[src/bp_pkg.sv]
package bp_pkg;

	// table geometry
	localparam int TABLE_BITS = 6;
	localparam int HIST_BITS = TABLE_BITS;
	localparam int BTB_BITS = 4;
	localparam int QUEUE_DEPTH = 4;
	localparam int QUEUE_PTR_BITS = $clog2(QUEUE_DEPTH);

	typedef logic [31:0] pc_t;
	typedef logic [TABLE_BITS-1:0] table_idx_t;
	// newest outcome in bit 0
	typedef logic [HIST_BITS-1:0] ghr_t;
	// upper bit set means taken
	typedef logic [1:0] counter_t;
	typedef logic [BTB_BITS-1:0] btb_idx_t;
	typedef logic [31-2-BTB_BITS:0] btb_tag_t;
	typedef logic [QUEUE_PTR_BITS-1:0] qptr_t;
	typedef logic [QUEUE_PTR_BITS:0] qcount_t;

	// weakly not taken
	localparam counter_t COUNTER_INIT = 2'd1;

	typedef struct packed {
		logic valid;
		logic taken;
		pc_t target;
	} prediction_t;

	typedef struct packed {
		logic is_branch;
		logic taken;
		pc_t target;
	} outcome_t;

	// everything needed to resolve one lookup later
	typedef struct packed {
		pc_t pc;
		ghr_t ghr;
		logic local_taken;
		logic gshare_taken;
		logic use_gshare;
		logic btb_hit;
		logic taken;
		pc_t target;
	} lookup_meta_t;

	typedef struct packed {
		logic en;
		table_idx_t idx;
		logic up;
	} counter_update_t;

endpackage

[src/counter_table.sv]
`timescale 1ns/10ps

module counter_table (
	input logic clk,
	input logic rst_i,
	input bp_pkg::table_idx_t rd_idx_i,
	input bp_pkg::counter_update_t upd_i,
	output bp_pkg::counter_t rd_cnt_o
);

	localparam int ENTRIES = 2 ** bp_pkg::TABLE_BITS;

	bp_pkg::counter_t cnt [ENTRIES];
	bp_pkg::counter_t upd_cnt;

	assign upd_cnt = cnt[upd_i.idx];

	// 2-bit saturating counters
	always_ff @(posedge clk) begin
		if (rst_i) begin
			for (int i = 0; i < ENTRIES; i++) begin
				cnt[i] <= bp_pkg::COUNTER_INIT;
			end
		end else if (upd_i.en) begin
			if (upd_i.up) begin
				if (upd_cnt != 2'b11) begin
					cnt[upd_i.idx] <= upd_cnt + 2'd1;
				end
			end else begin
				if (upd_cnt != 2'b00) begin
					cnt[upd_i.idx] <= upd_cnt - 2'd1;
				end
			end
		end
	end

	// registered read, sees contents before a same-edge update
	always_ff @(posedge clk) begin
		rd_cnt_o <= cnt[rd_idx_i];
	end

endmodule

[src/target_buffer.sv]
`timescale 1ns/10ps

module target_buffer (
	input logic clk,
	input logic rst_i,
	input bp_pkg::pc_t rd_pc_i,
	input logic wr_i,
	input bp_pkg::pc_t wr_pc_i,
	input bp_pkg::pc_t wr_target_i,
	output logic hit_o,
	output bp_pkg::pc_t target_o
);

	localparam int ENTRIES = 2 ** bp_pkg::BTB_BITS;

	logic entry_valid [ENTRIES];
	bp_pkg::btb_tag_t entry_tag [ENTRIES];
	bp_pkg::pc_t entry_target [ENTRIES];

	bp_pkg::btb_idx_t rd_idx;
	bp_pkg::btb_tag_t rd_tag;
	bp_pkg::btb_idx_t wr_idx;
	bp_pkg::btb_tag_t wr_tag;

	// word aligned pc, index above the byte offset
	assign rd_idx = rd_pc_i[bp_pkg::BTB_BITS+1:2];
	assign rd_tag = rd_pc_i[31:bp_pkg::BTB_BITS+2];
	assign wr_idx = wr_pc_i[bp_pkg::BTB_BITS+1:2];
	assign wr_tag = wr_pc_i[31:bp_pkg::BTB_BITS+2];

	always_ff @(posedge clk) begin
		if (rst_i) begin
			for (int i = 0; i < ENTRIES; i++) begin
				entry_valid[i] <= 1'b0;
			end
		end else if (wr_i) begin
			entry_valid[wr_idx] <= 1'b1;
		end
	end

	always_ff @(posedge clk) begin
		if (wr_i) begin
			entry_tag[wr_idx] <= wr_tag;
			entry_target[wr_idx] <= wr_target_i;
		end
	end

	// tag compare registered with the read
	always_ff @(posedge clk) begin
		if (rst_i) begin
			hit_o <= 1'b0;
		end else begin
			hit_o <= entry_valid[rd_idx] && (entry_tag[rd_idx] == rd_tag);
		end
	end

	always_ff @(posedge clk) begin
		target_o <= entry_target[rd_idx];
	end

endmodule

[src/bp_control.sv]
`timescale 1ns/10ps

module bp_control (
	input logic clk,
	input logic rst_i,
	input logic lookup_i,
	input bp_pkg::pc_t pc_i,
	input logic resolve_i,
	input bp_pkg::outcome_t outcome_i,
	input bp_pkg::counter_t local_cnt_i,
	input bp_pkg::counter_t gshare_cnt_i,
	input bp_pkg::counter_t chooser_cnt_i,
	input logic btb_hit_i,
	input bp_pkg::pc_t btb_target_i,
	output bp_pkg::table_idx_t local_rd_idx_o,
	output bp_pkg::table_idx_t gshare_rd_idx_o,
	output bp_pkg::table_idx_t chooser_rd_idx_o,
	output bp_pkg::pc_t btb_rd_pc_o,
	output bp_pkg::counter_update_t local_upd_o,
	output bp_pkg::counter_update_t gshare_upd_o,
	output bp_pkg::counter_update_t chooser_upd_o,
	output logic btb_wr_o,
	output bp_pkg::pc_t btb_wr_pc_o,
	output bp_pkg::pc_t btb_wr_target_o,
	output bp_pkg::prediction_t prediction_o,
	output logic mispredict_o,
	output bp_pkg::pc_t redirect_pc_o,
	output logic stall_o
);

	bp_pkg::ghr_t ghr;

	// read stage, table answers arrive next cycle
	logic rd_valid;
	bp_pkg::pc_t rd_pc;
	bp_pkg::ghr_t rd_ghr;

	bp_pkg::lookup_meta_t queue [bp_pkg::QUEUE_DEPTH];
	bp_pkg::qptr_t head;
	bp_pkg::qptr_t tail;
	bp_pkg::qcount_t count;
	bp_pkg::qcount_t in_flight;

	logic accept;
	logic push;
	logic pop;
	logic is_br;
	logic mispredict;
	bp_pkg::pc_t redirect_pc;
	bp_pkg::lookup_meta_t new_meta;
	bp_pkg::lookup_meta_t head_meta;
	bp_pkg::table_idx_t lookup_idx;
	bp_pkg::table_idx_t head_idx;

	assign in_flight = count + bp_pkg::qcount_t'(rd_valid);
	assign stall_o = in_flight >= bp_pkg::qcount_t'(bp_pkg::QUEUE_DEPTH);
	assign accept = lookup_i && !stall_o;

	// table reads are issued every cycle, only accepted ones matter
	assign lookup_idx = pc_i[bp_pkg::TABLE_BITS+1:2];
	assign local_rd_idx_o = lookup_idx;
	assign chooser_rd_idx_o = lookup_idx;
	assign gshare_rd_idx_o = lookup_idx ^ ghr;
	assign btb_rd_pc_o = pc_i;

	// combine table answers
	always_comb begin
		new_meta.pc = rd_pc;
		new_meta.ghr = rd_ghr;
		new_meta.local_taken = local_cnt_i[1];
		new_meta.gshare_taken = gshare_cnt_i[1];
		new_meta.use_gshare = chooser_cnt_i[1];
		new_meta.btb_hit = btb_hit_i;
		if (chooser_cnt_i[1]) begin
			new_meta.taken = btb_hit_i && gshare_cnt_i[1];
		end else begin
			new_meta.taken = btb_hit_i && local_cnt_i[1];
		end
		new_meta.target = new_meta.taken ? btb_target_i : rd_pc + 32'd4;
	end

	assign prediction_o.valid = rd_valid;
	assign prediction_o.taken = new_meta.taken;
	assign prediction_o.target = new_meta.target;

	assign push = rd_valid;

	// resolve against the oldest entry
	assign head_meta = queue[head];
	assign pop = resolve_i && (count != '0);
	assign is_br = pop && outcome_i.is_branch;
	assign mispredict = is_br && ((head_meta.taken != outcome_i.taken) ||
		(head_meta.taken && outcome_i.taken && (head_meta.target != outcome_i.target)));
	assign redirect_pc = outcome_i.taken ? outcome_i.target : head_meta.pc + 32'd4;

	assign head_idx = head_meta.pc[bp_pkg::TABLE_BITS+1:2];

	assign local_upd_o.en = is_br;
	assign local_upd_o.idx = head_idx;
	assign local_upd_o.up = outcome_i.taken;

	// gshare updated with the history seen at lookup
	assign gshare_upd_o.en = is_br;
	assign gshare_upd_o.idx = head_idx ^ head_meta.ghr;
	assign gshare_upd_o.up = outcome_i.taken;

	// chooser trains only on disagreement, up means gshare was right
	assign chooser_upd_o.en = is_br && (head_meta.local_taken != head_meta.gshare_taken);
	assign chooser_upd_o.idx = head_idx;
	assign chooser_upd_o.up = head_meta.gshare_taken == outcome_i.taken;

	assign btb_wr_o = is_br && outcome_i.taken;
	assign btb_wr_pc_o = head_meta.pc;
	assign btb_wr_target_o = outcome_i.target;

	always_ff @(posedge clk) begin
		if (rst_i) begin
			ghr <= '0;
		end else if (is_br) begin
			ghr <= {ghr[bp_pkg::HIST_BITS-2:0], outcome_i.taken};
		end
	end

	// a mispredict kills the lookup now reading the tables
	always_ff @(posedge clk) begin
		if (rst_i) begin
			rd_valid <= 1'b0;
		end else begin
			rd_valid <= accept && !mispredict;
		end
	end

	always_ff @(posedge clk) begin
		if (accept) begin
			rd_pc <= pc_i;
			rd_ghr <= ghr;
		end
	end

	always_ff @(posedge clk) begin
		if (push) begin
			queue[tail] <= new_meta;
		end
	end

	// everything behind the resolved head is younger, so flush empties the queue
	always_ff @(posedge clk) begin
		if (rst_i || mispredict) begin
			head <= '0;
			tail <= '0;
			count <= '0;
		end else begin
			if (push) begin
				tail <= tail + 1'b1;
			end
			if (pop) begin
				head <= head + 1'b1;
			end
			count <= count + bp_pkg::qcount_t'(push) - bp_pkg::qcount_t'(pop);
		end
	end

	always_ff @(posedge clk) begin
		if (rst_i) begin
			mispredict_o <= 1'b0;
		end else begin
			mispredict_o <= mispredict;
		end
	end

	always_ff @(posedge clk) begin
		redirect_pc_o <= redirect_pc;
	end

endmodule

[src/branch_predictor.sv]
`timescale 1ns/10ps

module branch_predictor (
	input logic clk,
	input logic rst_i,
	input logic lookup_i,
	input bp_pkg::pc_t pc_i,
	input logic resolve_i,
	input bp_pkg::outcome_t outcome_i,
	output bp_pkg::prediction_t prediction_o,
	output logic mispredict_o,
	output bp_pkg::pc_t redirect_pc_o,
	output logic stall_o
);

	// read requests
	bp_pkg::table_idx_t local_rd_idx;
	bp_pkg::table_idx_t gshare_rd_idx;
	bp_pkg::table_idx_t chooser_rd_idx;
	bp_pkg::pc_t btb_rd_pc;

	// read results
	bp_pkg::counter_t local_cnt;
	bp_pkg::counter_t gshare_cnt;
	bp_pkg::counter_t chooser_cnt;
	logic btb_hit;
	bp_pkg::pc_t btb_target;

	// updates from resolution
	bp_pkg::counter_update_t local_upd;
	bp_pkg::counter_update_t gshare_upd;
	bp_pkg::counter_update_t chooser_upd;
	logic btb_wr;
	bp_pkg::pc_t btb_wr_pc;
	bp_pkg::pc_t btb_wr_target;

	bp_control control (
		.clk(clk),
		.rst_i(rst_i),
		.lookup_i(lookup_i),
		.pc_i(pc_i),
		.resolve_i(resolve_i),
		.outcome_i(outcome_i),
		.local_cnt_i(local_cnt),
		.gshare_cnt_i(gshare_cnt),
		.chooser_cnt_i(chooser_cnt),
		.btb_hit_i(btb_hit),
		.btb_target_i(btb_target),
		.local_rd_idx_o(local_rd_idx),
		.gshare_rd_idx_o(gshare_rd_idx),
		.chooser_rd_idx_o(chooser_rd_idx),
		.btb_rd_pc_o(btb_rd_pc),
		.local_upd_o(local_upd),
		.gshare_upd_o(gshare_upd),
		.chooser_upd_o(chooser_upd),
		.btb_wr_o(btb_wr),
		.btb_wr_pc_o(btb_wr_pc),
		.btb_wr_target_o(btb_wr_target),
		.prediction_o(prediction_o),
		.mispredict_o(mispredict_o),
		.redirect_pc_o(redirect_pc_o),
		.stall_o(stall_o)
	);

	counter_table local_table (
		.clk(clk),
		.rst_i(rst_i),
		.rd_idx_i(local_rd_idx),
		.upd_i(local_upd),
		.rd_cnt_o(local_cnt)
	);

	counter_table gshare_table (
		.clk(clk),
		.rst_i(rst_i),
		.rd_idx_i(gshare_rd_idx),
		.upd_i(gshare_upd),
		.rd_cnt_o(gshare_cnt)
	);

	// counter >= 2 picks gshare
	counter_table chooser_table (
		.clk(clk),
		.rst_i(rst_i),
		.rd_idx_i(chooser_rd_idx),
		.upd_i(chooser_upd),
		.rd_cnt_o(chooser_cnt)
	);

	target_buffer btb (
		.clk(clk),
		.rst_i(rst_i),
		.rd_pc_i(btb_rd_pc),
		.wr_i(btb_wr),
		.wr_pc_i(btb_wr_pc),
		.wr_target_i(btb_wr_target),
		.hit_o(btb_hit),
		.target_o(btb_target)
	);

endmodule

[config.mk]
export PLATFORM = sky130hd
export DESIGN_NAME = branch_predictor
export DESIGN_NICKNAME = d
export VERILOG_FILES = /design/src/bp_pkg.sv /design/src/counter_table.sv /design/src/target_buffer.sv /design/src/bp_control.sv /design/src/branch_predictor.sv
export SDC_FILE = /design/constraint.sdc
export NUM_CORES = 2
export LEC_CHECK = 0
export BUFFER_PORTS_ARGS = -buffer_cell sky130_fd_sc_hd__buf_2
export CORE_MARGIN = 3
export CORE_UTILIZATION = 30
export CTS_CLUSTER_DIAMETER = 80
export DETAILED_ROUTE_END_ITERATION = 12
export RECOVER_POWER = 100
export SLEW_MARGIN = 10
export SYNTH_ARGS = -nofsm -noshare
export SYNTH_HDL_FRONTEND = slang
export SYNTH_SLANG_ARGS = --single-unit
[constraint.sdc]
create_clock -name clk -period 15.6 [get_ports clk]
set_clock_uncertainty 0.15 [all_clocks]
set_input_delay 0 -clock clk [delete_from_list [all_inputs] [get_ports clk]]
set_output_delay 0 -clock clk [all_outputs]
set_load 0.02 [all_outputs]
==> results.ini <==
[layout]
syn_to_final_growth_pct=14.8
fin_area_um2=84200
multi_input_area_um2=20300
final-instance-count-excl-fill=7800
nets=4544
regArea_um2=51300
drive_gt1_share_pct=19.3
final.fill_count=22878

[clock_network]
cts-htree-levels=4
clk_path_buf_depth=3
tritoncts=yes
cts-root-buf=clkbuf_16
cts_buffers=177
clk_latency_ns=0.84
clock_sinks=1743
post_cts_buffers=0
clkTransAtPathRegs_ns=0.06

[synthesis]
syn_nets=4302
synth_area_leaders=edfxtp_1, mux4_2, dfxtp_1, nand2_1, nor2_1
synth.cell_area_um2=73300
synth_ff_type=edfxtp_1
synth_top_area_share_pct=67.2
synth_edf_count=1642
yosys.area.top_type=edfxtp_1
synth_seq_area_share_pct=70.0
synth_seq_cells=1743
yosys_warnings=0
yosysUniqueCellTypes=82
synth_cells=4218
async_flop_share_pct=0
syn_area_per_cell_um2=17.4

[route]
drt_iter0_drc=5050
route.vias.total=42023
ant_nets=0
drc=0
via_per_inst=5.39
drtPass1Iterations=6
drt-total-wl_um=212000
wire_per_inst_um=27.2

[grt]
grt_first_pass_wirelength_um=306000
grt_max_degree=126
overflow=0
track_usage_pct=16.6
antenna_found_initial=13
grt_pass1_vias=41973

[sta]
max_clock_freq_mhz=93.2
setup_viol=0
relSlewSlack_pct=-489
setup_ws_ns=4.87
hold_viol=0
rsz0062_at_grt=false
timing.final.crit_share_pct=68.8
fin_setup_tns_ns=0
worstMarginPinSlew_ns=8.84
finalCriticalPeriod_ns=10.73
timing.hold.ws_ns=0.113
slew_viol_final=1959

[outcome]
violations=max-capacitance violations, max-slew violations
status=complete, but fails checks

[setup_path]
critPathCaptureType=flip-flop
crit_chain=mux2_1, clkinvlp_2, clkbuf_1, nand2b_1, o221ai_1, a22oi_1, o22ai_1, or4_1, xor2_1, a21oi_4, buf_4, nor3_1
cp_max_fo=44
crit_path_start_kind=flip-flop
max_stage_delay_ns=2.55
crit_slowest_cell=clkinvlp_2
critical_path_class=flip-flop to flip-flop
worstPathArrival_ns=11.08
crit_required_ns=15.95

[placement]
dp.cells=7329
place_area_um2=77500
dp_hpwl_um=122000
io_buffers=137
pre_cts_ws_ns=9.22
gp_congestion=0.893

[power_and_ir_drop]
power.density_nw_per_um2=164
power_leakage_nw=25.4
irDropWorstVdd_mv=0.447

[die]
die_x_um=500
die_area_um2=250000
rows=180
core-area_um2=242000
die_height_um=500
ioPinCount=138
initial_utilization_pct=30.3

[run]
drv_cap=52

[min_path]
hold_path_class=input port to flip-flop

==> cell usage after synthesis (all sizes together) (3+ instances only) <==
master and instances:
a211oi 3, a21o 91, a21oi 44, a221oi 4, a22oi 12, a311o 3
a31o 42, a31oi 8, a32oi 7, and2 16, and3 22, buf 156
clkbuf 150, dfxtp 101, edfxtp 1642, ha 14, inv 13, mux2 33
mux2i 31, mux4 448, nand2 348, nand2b 12, nand3 138, nand4 23
nor2 244, nor3 186, nor4 22, o211ai 6, o21ai 74, o21bai 61
o221ai 50, o22ai 38, or2 7, or3 4, xnor2 83, xor2 56
==> repair_timing <==
item,CTS,global route
gates resized for setup,0,0
endpoints found under the hold margin,811,0
endpoints found under the setup margin,0,0
hold buffers,137,0
==> area by class of cell <==
type | instances | area share [%]
clock inverter | 97 | 1.41
sequential | 1743 | 61.0
antenna | 6 | 0.0178
multi-input combinational | 2154 | 24.1
inverter | 15 | 0.0699
clock buffer | 231 | 5.72
timing repair buffer | 369 | 2.95
tap | 3185 | 4.73
==> report_power, final <==
| part | leakage, nW | switching, mW | internal (mW) |
|---|---|---|---|
| combinational | 6.97 | 2.94 | 0.978 |
| sequential | 15.5 | 0.103 | 5.46 |
| clock | 2.91 | 1.84 | 2.51 |
==> path summary, 6_finish.rpt <==
path / cells past startpoint / endpoint / slack [ns] / startpoint
setup reg to reg: 12 / chooser_table.cnt[32][1] / 4.87 / flip-flop
hold reg to reg: 2 / btb.entry_valid[6] / 0.32 / btb.entry_valid[6]
hold / removal: 2 / control.rd_pc[15] / 0.11 / pc_i[15]
setup / recovery: 12 / chooser_table.cnt[32][1] / 4.87 / flip-flop
==> worst max-delay path: cells and delay by family, from the launching register on <==
| family | cells | cell delay, ns |
|---|---|---|
| muxes | 1 | 1.18 |
| DFF | 1 | 1.60 |
| and+or+nand+nor | 3 | 1.65 |
| buffers and inverters | 3 | 4.05 |
| xor gates and xnor gates | 1 | 0.26 |
| AOI/OAI and AO/OA | 4 | 1.45 |
==> cells in the final DEF, fill, tap and decap left out, types with 30 or more instances in the layout <==
master,n
a21o_1,91
a21oi_1,41
a31o_2,38
buf_4,55
clkbuf_1,208
clkbuf_16,179
clkinv_1,30
dfxtp_1,101
dlygate4sd3_1,137
edfxtp_1,1642
mux4_2,447
nand2_1,340
nand3_1,137
nor2_1,229
nor3_1,181
o21ai_0,71
o21bai_1,61
o221ai_1,50
o22ai_1,38
xnor2_1,80
xor2_1,53
==> cell families after synthesis <==
family          share of synthesized area [%]
xor+xnor                                 1.74
compound gates                           4.59
buf+inv                                  2.13
flops                                    70.0
mux                                      14.7
simple gates                             6.62
fa+ha+maj                               0.239
==> sequential cells by signal (all words and copies together), names as in the netlist, 2 cells and up, named ones only <==
| name | cells |
|---|---|
| btb.entry_tag | 416 |
| btb.entry_target | 512 |
| btb.entry_valid | 16 |
| btb.target_o | 32 |
| chooser_table.cnt | 128 |
| control.count | 3 |
| control.ghr | 6 |
| control.head | 2 |
| control.queue | 292 |
| control.rd_ghr | 6 |
| control.rd_pc | 32 |
| control.redirect_pc_o | 32 |
| control.tail | 2 |
| gshare_table.cnt | 128 |
| local_table.cnt | 128 |
==> metrics by stage <==
stage / total power [mW] / utilization, %
final: 13.8 / 34.8
after global routing: 14.3 / 34.8
after CTS: 13.9 / 35.1
after detailed placement: 9.57 / 32.0
after global placement: 9.52 / 32.0
after floorplan: 8.34 / -
==> layer usage <==
layer  track usage, %  vias to the layer above  part of all wire, %
met5                0                        -               0.0033
met1             22.1                    22170                   40
li1                 -                    17370                    -
met4             6.27                        2                  4.1
met3             2.73                      421                  8.0
met2             27.3                     2060                   48
Note: power is estimated with default switching activity, not from simulation.
